### src/mmio_pkg.sv
package mmio_pkg;

  // Bus widths
  localparam int data_w = 32;  // Wishbone and register data
  localparam int adr_w = 32;   // Wishbone byte address

  // External register file filled over SPI
  localparam int reg_count = 32;
  localparam int reg_addr_w = 5;

  // Scratch data RAM
  localparam int ram_words = 256;
  localparam int ram_addr_w = 8;

  // Address map, byte addresses, inclusive bounds
  localparam logic [adr_w-1:0] ram_base = 32'h0000_0000;
  localparam logic [adr_w-1:0] ram_limit = 32'h0000_03fc;  // Last RAM word
  localparam logic [adr_w-1:0] reg_base = 32'h0000_0400;
  localparam logic [adr_w-1:0] reg_limit = 32'h0000_047c;  // Register 31

  // ESP32 frame layout
  // Two index nibbles (low 5 bits used), then eight data nibbles MSB first
  localparam int frame_nibbles = 10;
  localparam int addr_nibbles = 2;

  // Target of one bus access
  typedef enum logic [1:0] {
    region_ram,   // Scratch RAM
    region_reg,   // Register window, read-only from the CPU
    region_none   // Unmapped, decoder answers
  } region_t;

endpackage

### src/bus_ifs.sv
// Decoder to external register file, read path only
interface reg_read_if;
  import mmio_pkg::*;

  logic req;                   // One-cycle pulse
  logic [reg_addr_w-1:0] addr; // Register index
  logic [data_w-1:0] data;     // Valid with ack
  logic ack;                   // One cycle after req

  modport requester (output req, addr, input data, ack);
  modport responder (input req, addr, output data, ack);

endinterface

// Decoder to scratch RAM
interface ram_port_if;
  import mmio_pkg::*;

  logic req;                   // One-cycle pulse
  logic we;                    // Write when set, read otherwise
  logic [ram_addr_w-1:0] addr; // Word index
  logic [data_w-1:0] wdata;
  logic [data_w-1:0] rdata;    // Valid with ack on reads
  logic ack;

  modport requester (output req, we, addr, wdata, input rdata, ack);
  modport responder (input req, we, addr, wdata, output rdata, ack);

endinterface

### src/mmio_decoder.sv
module mmio_decoder (
  input  logic clk,
  input  logic reset,
  input  logic cyc,
  input  logic stb,
  input  logic we,
  input  logic [mmio_pkg::adr_w-1:0] adr,
  input  logic [mmio_pkg::data_w-1:0] dat_w,
  output logic [mmio_pkg::data_w-1:0] dat_r,
  output logic ack,
  reg_read_if.requester regs,
  ram_port_if.requester ram
);
  import mmio_pkg::*;

  // Region sizes in words, minus one
  localparam logic [adr_w-3:0] ram_span = ram_limit[adr_w-1:2] - ram_base[adr_w-1:2];
  localparam logic [adr_w-3:0] reg_span = reg_limit[adr_w-1:2] - reg_base[adr_w-1:2];

  logic [adr_w-3:0] ram_woff;  // Word offset into each region
  logic [adr_w-3:0] reg_woff;  // Wraps high when below the base
  region_t region;             // Region of the current address
  region_t sel_region;         // Region of the access in flight
  logic busy;                  // One access in flight
  logic start;
  logic local_req;             // Decoder answers this one itself
  logic local_ack;

  assign ram_woff = adr[adr_w-1:2] - ram_base[adr_w-1:2];
  assign reg_woff = adr[adr_w-1:2] - reg_base[adr_w-1:2];

  always_comb begin
    if (ram_woff <= ram_span) region = region_ram;
    else if (reg_woff <= reg_span) region = region_reg;
    else region = region_none;
  end

  assign start = cyc && stb && !busy;  // New access, not yet issued

  always_ff @(posedge clk) begin
    if (reset) begin
      busy <= 1'b0;
      sel_region <= region_none;
      ram.req <= 1'b0;
      regs.req <= 1'b0;
      local_req <= 1'b0;
      local_ack <= 1'b0;
    end else begin
      ram.req <= 1'b0;       // Pulses by default
      regs.req <= 1'b0;
      local_req <= 1'b0;
      local_ack <= local_req; // Same latency as the targets
      if (start) begin
        busy <= 1'b1;
        sel_region <= region;
        case (region)
          region_ram: ram.req <= 1'b1;
          region_reg: begin
            if (we) local_req <= 1'b1;  // Read-only window, write dropped
            else regs.req <= 1'b1;
          end
          default: local_req <= 1'b1;   // Unmapped
        endcase
      end else if (ack) begin
        busy <= 1'b0;        // Master drops stb next
      end
    end
  end

  // Target payload, held until the next access
  always_ff @(posedge clk) begin
    if (start) begin
      ram.we <= we;
      ram.addr <= ram_woff[ram_addr_w-1:0];
      ram.wdata <= dat_w;
      regs.addr <= reg_woff[reg_addr_w-1:0];
    end
  end

  // Only one source can be active per access
  assign ack = ram.ack | regs.ack | local_ack;

  always_comb begin
    case (sel_region)
      region_ram: dat_r = ram.rdata;
      region_reg: dat_r = regs.data;
      default: dat_r = '0;   // Unmapped reads return zero
    endcase
  end

endmodule

### src/flat_wrapper.sv
// flat-port wrapper written by rule: the top's interface ports become plain ports
module mmio_decoder_flat import mmio_pkg::*;
  (clk, reset, cyc, stb, we, adr, dat_w, dat_r, ack, regs_req, regs_addr, regs_data, regs_ack, ram_req, ram_we, ram_addr, ram_wdata, ram_rdata, ram_ack);
  reg_read_if regs_i ();
  ram_port_if ram_i ();
  input  logic clk;
  input  logic reset;
  input  logic cyc;
  input  logic stb;
  input  logic we;
  input  logic [mmio_pkg::adr_w-1:0] adr;
  input  logic [mmio_pkg::data_w-1:0] dat_w;
  output logic [mmio_pkg::data_w-1:0] dat_r;
  output logic ack;
  output wire logic [$bits(regs_i.req)-1:0] regs_req;
  output wire logic [$bits(regs_i.addr)-1:0] regs_addr;
  input wire logic [$bits(regs_i.data)-1:0] regs_data;
  input wire logic [$bits(regs_i.ack)-1:0] regs_ack;
  output wire logic [$bits(ram_i.req)-1:0] ram_req;
  output wire logic [$bits(ram_i.we)-1:0] ram_we;
  output wire logic [$bits(ram_i.addr)-1:0] ram_addr;
  output wire logic [$bits(ram_i.wdata)-1:0] ram_wdata;
  input wire logic [$bits(ram_i.rdata)-1:0] ram_rdata;
  input wire logic [$bits(ram_i.ack)-1:0] ram_ack;
  assign regs_req = regs_i.req;
  assign regs_addr = regs_i.addr;
  assign regs_i.data = regs_data;
  assign regs_i.ack = regs_ack;
  assign ram_req = ram_i.req;
  assign ram_we = ram_i.we;
  assign ram_addr = ram_i.addr;
  assign ram_wdata = ram_i.wdata;
  assign ram_i.rdata = ram_rdata;
  assign ram_i.ack = ram_ack;
  mmio_decoder u_core (.clk(clk), .reset(reset), .cyc(cyc), .stb(stb), .we(we), .adr(adr), .dat_w(dat_w), .dat_r(dat_r), .ack(ack), .regs(regs_i), .ram(ram_i));
endmodule
### config.mk
export PLATFORM = sky130hd
export DESIGN_NAME = mmio_decoder_flat
export DESIGN_NICKNAME = d
export VERILOG_FILES = /design/src/mmio_pkg.sv /design/src/bus_ifs.sv /design/src/mmio_decoder.sv /design/src/flat_wrapper.sv
export SDC_FILE = /design/constraint.sdc
export NUM_CORES = 1
export LEC_CHECK = 0
export BUFFER_PORTS_ARGS = -buffer_cell sky130_fd_sc_hd__buf_2
export CAP_MARGIN = 20
export CORE_MARGIN = 2
export CORE_UTILIZATION = 25
export CTS_BUF_LIST = sky130_fd_sc_hd__clkbuf_16
export DETAILED_ROUTE_END_ITERATION = 10
export PLACE_DENSITY_LB_ADDON = 0.15
export SKIP_LAST_GASP = 1
export SLEW_MARGIN = 20
export SYNTH_ARGS = -nofsm -noshare
export SYNTH_HDL_FRONTEND = slang
export SYNTH_SLANG_ARGS = --single-unit
### constraint.sdc
create_clock -name clk -period 3.15 [get_ports clk]
set_input_delay 0.1575 -clock clk [delete_from_list [all_inputs] [get_ports clk]]
set_output_delay 0.1575 -clock clk [all_outputs]
set_load 0.005 [all_outputs]
==> qor.txt <==
Area share of the largest cell type after synthesis = 58.7%
Worst Skew = 0.00764 ns
CP Cell Sequence = mux2i_1, nor2_1, buf_2
Maximum clock frequency = 504 MHz
R2R Setup Slk = 1.48 ns
Outcome = completed
Syn Nets = 291
Root Buffer = clkbuf_16
R2R cell count = 2
Worst slew margin = 33.9%
RSZ-0062 raised after global routing = no
Final Cycle Share = 62.9%
Rows = 33
Hold/Removal Path Class = in -> reg
Total gr overflow = 0
Pwr per Cell Area = 404 mW/mm^2
I/O Buffers = 213
ANT nets after route = 0
Clk_lat worst skew = 0.28 ns
Routability Congestion = 0.704
Setup violators final = 0
CTS buffer count = 5
Global-route wire length before repair = 8.58 mm
Iter 0 DRT Violations = 46
Post-Syn Instances = 156
Die area = 0.00914 mm^2
VDD IR-drop max = 0.213 mV
Vias in the first global route = 1843
Largest family of logic cells by synthesized area = multiplexers
Wire length on met2 = 3.12 mm
Postcts setup bufs = 0
Clock sinks = 48
Synth area leader = edfxtp_1
XOR/XNOR share of the synthesized area = 0%
Crit path max fanout = 33
Crit-path slowest cell = dfxtp_2
Clk slew on worst S/H paths = 0.06 ns
#FFs+latches synth = 48
Synth Area in Simple Gates = 13.5%
CTS H-tree lvls = 2
Largest net degree at the start of global routing = 34
Initial antenna violation count = 0
Slew Limit Fails = 0
Mux contribution to synthesized area = 15.3%
Nets = 498
HPWL after DPL = 5.10 mm
R2r startpoint = u_core.busy
Share of layout cells above drive strength 1 = 62.6%
Worst slew pin tran = 0.992 ns
Synth Area per Inst = 13.4 um^2
CTS Hold Buffers Added = 0
Longest Clk Path Bufs = 2
Fin crit period = 1.98 ns
Post-synthesis adder-cell area fraction = 0%
Worst Hold Depth = 1
CP required = 2.99 ns
Leakage power = 0.00156 uW
DRC violations left = 0
Tot GR Track Use = 12.0%
Die X = 95.6 um
Initial core utilization = 25.7%
Met1 WL = 2.37 mm
Arr. time, crit path = 1.83 ns
Setup TNS = 0 ns
Number of max-cap violations = 0
Setup crit start kind = register
Via count = 1960
Clock tree from TritonCTS = built
Core area = 0.00818 mm^2
Cells after DPL = 461
Seq/Total Area, Yosys = 65.4%
Compound-Gate Fraction of Synth Area = 1.97%
Synth cell types = 25
DR top layer = met4
Worst R2R End = u_core.ram.wdata[26]
DR vias/cell = 4.18
Final hold vios = 0
Critical path endpoint category = primary output
Die Y = 95.6 um
Wirelength per Cell = 13.1 um
Syn. warnings = 0
I/O Pins = 216
WL met3 = 598 um
Total wire length = 6.12 mm
Syn Std Cell Area = 0.00210 mm^2
Area grow syn2layout = 60.7%
Top cells by area, synth = edfxtp_1, mux2i_1, dfxtp_1
Non-filler cells in the finished layout = 469
Post-CTS resize count = 0
ANT cells = 0
Hold endpoint = u_core.ram.wdata[21]
HP Start = dat_w[21]
Pre-antenna DRT Iters = 4
Critical path type = reg -> out
Max incr delay on CP = 0.98 ns
## Yosys cell counts
cell type,count
mux2i_1,32
or4_1,1
edfxtp_1,41
o21ai_0,1
nor2b_1,1
clkbuf_1,5
nor4_4,1
nor3_1,2
nor4_1,3
a211o_1,1
buf_4,5
o22ai_1,1
or4_4,1
buf_2,4
and3b_1,1
dfxtp_1,7
inv_1,1
nand2b_1,3
and4_1,1
nor4_2,2
nand4_1,1
nor2_1,36
a31oi_1,1
nand2_2,1
a21oi_1,3
## per-stage QoR
| stage | power (uW) | hold slack (ns) | utilization (%) | area [um^2] | setup WS [ns] |
|---|---|---|---|---|---|
| 4_1_cts | 1390 | 0.0460 | 41.2 | 3370 | 1.10 |
| 2_1_floorplan | 776 | 0.227 | - | 2100 | 1.56 |
| 3_5_place_dp | 888 | 0.336 | 39.5 | 3230 | 1.41 |
| 3_3_place_gp | 884 | 0.335 | 39.5 | 3230 | 1.42 |
| 6_report | 1360 | 0.0519 | 41.2 | 3370 | 1.17 |
| 5_1_grt | 1430 | 0.0401 | 41.2 | 3370 | 1.05 |
## worst max path at each step
stage | slack [ns] | cells past startpoint | endpoint | from
6_report | 1.17 | 3 | dat_r[3] | u_core.sel_region[0]
3_3_place_gp | 1.42 | 3 | dat_r[3] | u_core.sel_region[0]
2_1_floorplan | 1.56 | 4 | u_core.sel_region[1] | u_core.busy
5_1_grt | 1.05 | 3 | dat_r[3] | u_core.sel_region[0]
3_5_place_dp | 1.41 | 3 | dat_r[3] | u_core.sel_region[0]
4_1_cts | 1.10 | 3 | dat_r[3] | u_core.sel_region[0]
## flip-flops by register name, summed over array words and instances (netlist names)
register and flops:
u_core.regs.addr 4, u_core.ram.addr 4, u_core.ram.we 1, u_core.busy 1, u_core.sel_region 2, u_core.regs.req 1, u_core.local_ack 1, u_core.local_req 1
u_core.ram.wdata 32, u_core.ram.req 1
## final cells by class
type / count / area [um^2]
multi-input cells: 93 / 647
inverters: 1 / 3.75
repair buffers: 214 / 1070
well taps: 105 / 131
fillers: 814 / 4800
clock inverters: 3 / 16.3
clock buffers: 5 / 125
flip-flops and latches: 48 / 1370
## per-layer routing
metal  vias up  track usage [%]
li1        978                -
met1       855             14.3
met2       125             21.9
met3         2             1.82
met4         0             3.57
met5         -                0
## cells by family (layout without fill, tap and decap cells)
group	Yosys count	in the layout
AOI/OAI and AO/OA	7	7
DFF	48	48
and+or+nand+nor	54	54
muxes	32	32
buffers and inverters	15	223
## power breakdown
part	internal (uW)	total, uW	leakage (uW)	switching, uW
clock	289	490	0.0000726	201
sequential	719	725	0.000440	5.85
combinational	85.8	147	0.00104	61.3
## critical path, delay by kind of cell, from the launching register on
kind | cells | cell delay [ns]
AND/OR/NAND/NOR | 1 | 0.06
buffers and inverters | 1 | 0.15
multiplexers | 1 | 0.34
flip-flops | 1 | 0.98
## cells in the final DEF (no fill, tap or decap)
cell type  synthesis  layout
buf_2              4     213
edfxtp_1          41      41
nor2_1            36      36
mux2i_1           32      32
clkbuf_16          0       5
dfxtp_1            7       5
nand2b_1           3       3
nor4_1             3       3
a21oi_1            3       3
nor3_1             2       2
inv_1              1       2
nor4_2             2       2
dfxtp_2            0       2
and3b_2            0       1
and4_1             1       1
or4_4              1       1
nor4_4             1       1
nand4_1            1       1
nor2b_1            1       1
or4_1              1       1
o22ai_1            1       1
a31oi_1            1       1
o21ai_0            1       1
a211o_1            1       1
nand2_2            1       1
clkinv_4           0       1
clkinv_1           0       1
buf_4              5       1
No activity file was read; power rests on OpenSTA's default activity.
