--- src/mmio_pkg.sv ---
package mmio_pkg;

  // Bus widths
  localparam int data_w = 32;  // Wishbone and register data
  localparam int adr_w = 32;   // Wishbone byte address

  // External register file filled over SPI
  localparam int reg_count = 32;
  localparam int reg_addr_w = 5;

  // Scratch data RAM
  localparam int ram_words = 256;
  localparam int ram_addr_w = 8;

  // Address map, byte addresses, inclusive bounds
  localparam logic [adr_w-1:0] ram_base = 32'h0000_0000;
  localparam logic [adr_w-1:0] ram_limit = 32'h0000_03fc;  // Last RAM word
  localparam logic [adr_w-1:0] reg_base = 32'h0000_0400;
  localparam logic [adr_w-1:0] reg_limit = 32'h0000_047c;  // Register 31

  // ESP32 frame layout
  // Two index nibbles (low 5 bits used), then eight data nibbles MSB first
  localparam int frame_nibbles = 10;
  localparam int addr_nibbles = 2;

  // Target of one bus access
  typedef enum logic [1:0] {
    region_ram,   // Scratch RAM
    region_reg,   // Register window, read-only from the CPU
    region_none   // Unmapped, decoder answers
  } region_t;

endpackage

--- src/esp_spi_receiver.sv ---
module esp_spi_receiver #(
  parameter int SCLK_DIV = 4  // clk cycles per sclk period, even, >= 2
) (
  input  logic clk,
  input  logic reset,
  input  logic cs_n,
  input  logic [3:0] esp_data,
  output logic sclk,
  output logic wr_en,
  output logic [mmio_pkg::reg_addr_w-1:0] wr_addr,
  output logic [mmio_pkg::data_w-1:0] wr_data
);
  import mmio_pkg::*;

  localparam int half = SCLK_DIV / 2;             // Cycles per sclk phase
  localparam int div_w = $clog2(SCLK_DIV);
  localparam int cnt_w = $clog2(frame_nibbles);

  logic [div_w-1:0] div_cnt;  // Position inside the current sclk phase
  logic [cnt_w-1:0] nib_cnt;  // Nibbles taken so far in this frame
  logic phase_end;
  logic sample;
  logic last_nib;

  assign phase_end = div_cnt == div_w'(half - 1);
  // sclk about to rise, ESP data is stable here
  assign sample = !cs_n && !sclk && phase_end;
  assign last_nib = nib_cnt == cnt_w'(frame_nibbles - 1);

  // Divider and nibble counter, chip select high drops a partial frame
  always_ff @(posedge clk) begin
    if (reset || cs_n) begin
      div_cnt <= '0;
      sclk <= 1'b0;        // Idle low
      nib_cnt <= '0;       // Next frame starts clean
    end else begin
      if (phase_end) begin
        div_cnt <= '0;
        sclk <= !sclk;     // Half period done
      end else begin
        div_cnt <= div_cnt + 1'b1;
      end
      if (sample) begin
        nib_cnt <= last_nib ? '0 : nib_cnt + 1'b1;  // Wrap for back-to-back frames
      end
    end
  end

  // One write per complete frame, the cycle after the tenth sample
  always_ff @(posedge clk) begin
    if (reset) begin
      wr_en <= 1'b0;
    end else begin
      wr_en <= sample && last_nib;
    end
  end

  // Frame payload, only meaningful while wr_en is high
  always_ff @(posedge clk) begin
    if (sample) begin
      if (nib_cnt < cnt_w'(addr_nibbles)) begin
        // Keeps the low index bits of the two address nibbles
        wr_addr <= {wr_addr[reg_addr_w-5:0], esp_data};
      end else begin
        wr_data <= {wr_data[data_w-5:0], esp_data};  // MSB nibble first
      end
    end
  end

endmodule

--- config.mk ---
export PLATFORM = sky130hd
export DESIGN_NAME = esp_spi_receiver
export DESIGN_NICKNAME = d
export VERILOG_FILES = /design/src/mmio_pkg.sv /design/src/esp_spi_receiver.sv
export SDC_FILE = /design/constraint.sdc
export NUM_CORES = 1
export LEC_CHECK = 0
export ABC_CLOCK_PERIOD_IN_PS = 4600
export BUFFER_PORTS_ARGS = -buffer_cell sky130_fd_sc_hd__buf_2
export CAP_MARGIN = 20
export CORE_MARGIN = 10
export CORE_UTILIZATION = 49
export DETAILED_ROUTE_END_ITERATION = 8
export PLACE_DENSITY_LB_ADDON = 0.3
export SLEW_MARGIN = 40
export SYNTH_ARGS = -nofsm -noshare
export SYNTH_HDL_FRONTEND = slang
export SYNTH_SLANG_ARGS = --single-unit
--- constraint.sdc ---
create_clock -name clk -period 4.6 [get_ports clk]
set_input_delay 0.23 -clock clk [delete_from_list [all_inputs] [get_ports clk]]
set_output_delay 0.23 -clock clk [all_outputs]
set_load 0.01 [all_outputs]
==> metrics.cfg, run 1 <==
[critical_path]
critPathLaunchType = flop
timing.rr.start = nib_cnt[1]
required_ns = 4.58
crit_path_max_fanout = 7
path_class = flop to flop
regToRegSetupSlack_ns = 2.84
end_kind = flop
arrival_ns = 1.74
cp-startpoint = nib_cnt[1]

[pwr]
switching_share_pct = 19.0
internal_power_uw = 500
p_comb_share_pct = 2.2
vdd_drop_max_uv = 275
clock_power_share_pct = 26.6
leakagePower_uw = 0.000655
p_seq_share_pct = 71.2
power_switching_uw = 117
power_density_nw_per_um2 = 347

[cells_and_area]
drive_gt1_share_pct = 41.9
final_common_cell = buf_2
final_cell_mix = buf_2, edfxtp_1, dfxtp_1
fillerInstances = 216
postLayoutCoreUtil_pct = 63.5
synthToLayoutAreaGrowth_pct = 21.7
stdcell_count = 160
diodes = 0
final_nets = 137

[clock_tree]
cts_root_buf = clkbuf_4
clkLatencyLatePin_ns = 0.34
h-tree-depth = 2
hold_buffers = 0
numCtsBuffers = 5
clk_pin_slew_worst_paths_ns = 0.11
clockBufferDepth = 2
cts_resized = 0
postCtsSetupBuffers = 0
cts_sinks = 45
cts_tree = yes

[floorplanning]
die_area_sq_um = 5570
coreArea_sq_um = 2810
io_pins = 46
rows = 19
die_x_um = 74.6
start_util_pct = 52.1
die_h_um = 74.6

[sta]
hold_viol = 0
fin_skew_ns = 0.00813
maxSlewViolCount = 0
tightest_slew_ns = 0.761
fin_tns_setup_ns = 0
period_minus_slack_ns = 1.76
rsz0062_at_grt = false
fin_crit_sh_pct = 38.2
slew_headroom_pct = 48.9
setup_viol = 0
max_freq_mhz = 569

[drt]
wl_met3_um = 384
highest_layer = met4
wl_met1_mm = 1.03
vias_per_cell = 5.06
drtIter0Drc = 51
drcViolationCount = 0
routed_wl_mm = 2.69
wl_met2_mm = 1.22
final_antenna_net_count = 0
vias = 809
wl_per_cell_um = 16.8
firstDrtPassIters = 4

[yosys]
ys_top_cells_by_area = edfxtp_1, dfxtp_1, a21oi_1
yosysTopAreaCell = edfxtp_1
yosysSeqAreaShare_pct = 86.9
synth_area_sq_um = 1460
syn-instance-count = 77
syn_nets = 85
netlist.area_leader.share_pct = 76.0
yosysWarnings = 0
ys_types = 21
avgSynthCellArea_sq_um = 19.0
synth_seq_cells = 45

[place]
place.gp.congestion = 0.734
port_buffers = 45
dp.cells = 153
dp_hpwl_mm = 2.01

[worst_hold_path]
min_from = esp_data[1]
hold_path_class = input port to flop

[global_routing]
grt_usage_pct = 10.0
grt_overflow_total = 0
grt_pass1_vias = 858
grt_max_degree = 33
antenna_found_initial = 0
grt_pass1_wl_mm = 4.12

[job]
maxCapViolCount = 0

[status]
status = completed

## per-layer routing
metal  vias to the layer above  GRT usage (%)
met5                         -              0
met4                         0           6.30
met3                         5           6.44
met2                        43           14.7
met1                       367           10.7
li1                        394              -
## worst max-delay path: stages (launching register included)
cell,delay (ns)
dfxtp_1,0.38
or3_1,0.39
nor3_1,0.64
## Yosys cell counts, drive strengths merged
library cell and n:
nor2 1, inv 4, nand4bb 1, nand2b 3
nor3 3, a21oi 3, xnor2 1, a31oi 1
nand2 1, nor4 1, nor3b 1, nor2b 2
dfxtp 8, edfxtp 37, clkbuf 1, or2 1
or4 2, o21ai 3, or3 2, ha 1
## registers in the layout (all words and copies together), names as in the netlist
name and cells:
wr_addr 5, sclk 1, div_cnt 2, nib_cnt 4
wr_data 32, wr_en 1
## per-stage QoR
stage | hold WS (ns) | cell area [sq um] | total power [uW] | setup slack, ns
after floorplan | 0.329 | 1460 | 456 | 1.08
after global placement | 0.412 | 1740 | 462 | 2.96
after detailed placement | 0.424 | 1740 | 462 | 2.81
after CTS | 0.0610 | 1780 | 622 | 2.79
after global routing | 0.0534 | 1780 | 637 | 2.74
final | 0.0746 | 1780 | 617 | 2.84
## power groups by stage
stage / clock, uW / sequential [uW] / combinational (uW)
3_5_place_dp: 0 / 449 / 13.5
3_3_place_gp: 0 / 449 / 12.9
4_1_cts: 169 / 440 / 13.5
6_report: 164 / 439 / 13.3
5_1_grt: 182 / 440 / 14.9
2_1_floorplan: 0 / 449 / 6.61
## area by class of cell
| class | instances | area, sq um | area share [%] |
|---|---|---|---|
| inverter | 4 | 15.0 | 0.843 |
| clock inverter | 1 | 3.75 | 0.211 |
| clock buffer | 6 | 41.3 | 2.32 |
| multi-input combinational | 27 | 178 | 9.98 |
| timing repair buffer | 46 | 233 | 13.1 |
| tap | 31 | 38.8 | 2.18 |
| sequential | 45 | 1270 | 71.4 |
## cells by family after synthesis
family / share of synthesized area [%]
AOI/OAI and AO/OA: 2.48
and+or+nand+nor: 7.87
buffers and inverters: 1.28
xor gates and xnor gates: 0.599
DFF: 86.9
adders and majority gates: 0.855
## worst paths after layout
kind	end	depth (start not counted)
max	wr_addr[1]	2
min	wr_data[1]	1
max reg2reg	wr_addr[1]	2
min reg2reg	div_cnt[0]	1
No activity file was read; power rests on OpenSTA's default activity.
==> run 2: changes to the inputs <==
--- a/config.mk
+++ b/config.mk
@@ -5,7 +5,7 @@
 export SDC_FILE = /design/constraint.sdc
 export NUM_CORES = 1
 export LEC_CHECK = 0
-export ABC_CLOCK_PERIOD_IN_PS = 4600
+export ABC_CLOCK_PERIOD_IN_PS = 1700
 export BUFFER_PORTS_ARGS = -buffer_cell sky130_fd_sc_hd__buf_2
 export CAP_MARGIN = 20
 export CORE_MARGIN = 10
==> constraint.sdc (replaced) <==
create_clock -name clk -period 1.7 [get_ports clk]
set_input_delay 0.085 -clock clk [delete_from_list [all_inputs] [get_ports clk]]
set_output_delay 0.085 -clock clk [all_outputs]
set_load 0.01 [all_outputs]
==> metrics.cfg, run 2 (synthesis gave the netlist of run 1 again) <==
[place]
dp_slack_ns = 0.263
dp_hpwl_mm = 1.93
port_buffers = 45
place.gp.congestion = 0.853
placed_cell_area_sq_um = 1780

[clock_tree]
clk_pin_slew_worst_paths_ns = 0.12
clkLatencyLatePin_ns = 0.33
numCtsBuffers = 5
cts_root_buf = clkbuf_4
cts_sinks = 45
cts_tree = yes
postCtsSetupBuffers = 0
h-tree-depth = 2
clockBufferDepth = 2
cts_resized = 0
hold_buffers = 5

[global_routing]
met3_usage_pct = 6.44
grt_pass1_wl_mm = 3.84
grt_max_degree = 33
grtUsageMet1_pct = 9.40
antenna_found_initial = 0
grt_pass1_vias = 808
grt_usage_pct = 8.95
grt_use_met2_pct = 14.4
busiest_layer = met2
grt_overflow_total = 0

[cells_and_area]
largest_reg_flops = 32
reg_top3 = wr_data: 32 flops, wr_addr: 5 flops, nib_cnt: 4 flops
drive_gt1_share_pct = 44.1
postLayoutCoreUtil_pct = 67.3
diodes = 0
regMostFlops = wr_data
final_nets = 143
final_common_cell = buf_2
synthToLayoutAreaGrowth_pct = 29.0
fin_area_sq_um = 1890
final_cell_mix = buf_2, edfxtp_1, dfxtp_1

[floorplanning]
die_x_um = 74.6
rows = 19
io_pins = 46
start_util_pct = 52.1
die_h_um = 74.6
coreArea_sq_um = 2810
die_area_sq_um = 5570

[pwr]
leakagePower_uw = 0.000694
power_switching_uw = 333
p_comb_share_pct = 3.0
power_density_nw_per_um2 = 906
clock_power_share_pct = 27.3
vdd_drop_max_uv = 643
internal_power_uw = 1380
p_total_uw = 1710
p_seq_share_pct = 69.7
switching_share_pct = 19.5

[drt]
vias = 828
firstDrtPassIters = 5
vias_per_cell = 4.96
final_antenna_net_count = 0
wl_per_cell_um = 15.5
routed_wl_mm = 2.59
drcViolationCount = 0
drtIter0Drc = 35

[critical_path]
required_ns = 1.96
end_kind = flop
path_class = flop to flop
crit_path_max_fanout = 5
arrival_ns = 1.73
critPathLaunchType = flop

[sta]
hold_viol = 0
max_freq_mhz = 680
tightest_slew_ns = 0.206
finalWorstSetupSlack_ns = 0.230
rsz0062_at_grt = false
fin_skew_ns = 0.00617
maxSlewViolCount = 0
period_minus_slack_ns = 1.47
whs_ns = 0.169
fin_crit_sh_pct = 86.5
slew_headroom_pct = 86.1
setup_viol = 0

[status]
status = completed

[worst_hold_path]
hold_path_class = input port to flop

[job]
maxCapViolCount = 0

## run 2: power by group through the flow
| stage | clock, uW | sequential, uW | combinational (uW) |
|---|---|---|---|
| after floorplan | 0 | 1220 | 23.0 |
| after global placement | 0 | 1210 | 41.8 |
| after detailed placement | 0 | 1220 | 44.0 |
| after CTS | 488 | 1190 | 52.3 |
| after global routing | 521 | 1190 | 57.0 |
| final | 467 | 1190 | 51.8 |
## run 2: area by class of cell
type / count / area (sq um)
clock buffer: 6 / 41.3
clock inverter: 2 / 15.0
fill: 194 / 918
inverter: 4 / 15.0
multi-input combinational: 27 / 201
sequential: 45 / 1270
tap: 31 / 38.8
timing repair buffer: 52 / 303
## run 2: worst max-delay path, cell delays in order, from the launching register on
cell,delay (ns)
dfxtp_1,0.33
inv_2,0.06
ha_4,0.17
nand4bb_1,0.21
or4_1,0.46
a31oi_1,0.17
## run 2: metrics by stage
| stage | setup TNS [ns] | instances |
|---|---|---|
| 2_1_floorplan | -6.13 | 77 |
| 3_3_place_gp | 0 | 154 |
| 3_5_place_dp | 0 | 154 |
| 4_1_cts | 0 | 167 |
| 5_1_grt | 0 | 167 |
| 6_report | 0 | 167 |
## run 2: path summary, 6_finish.rpt
kind | start | end | slack (ns) | depth (start not counted)
hold / removal | cs_n | div_cnt[0] | 0.17 | 3
setup / recovery | div_cnt[1] | nib_cnt[3] | 0.23 | 5
hold reg to reg | div_cnt[0] | div_cnt[0] | 0.44 | 1
setup reg to reg | div_cnt[1] | nib_cnt[3] | 0.23 | 5
## run 2: metal layers
metal  share of wire (%)  up-vias
li1                    -      409
met1                  38      382
met2                  47       33
met3                  14        4
met4                0.66        0
met5                   0        -
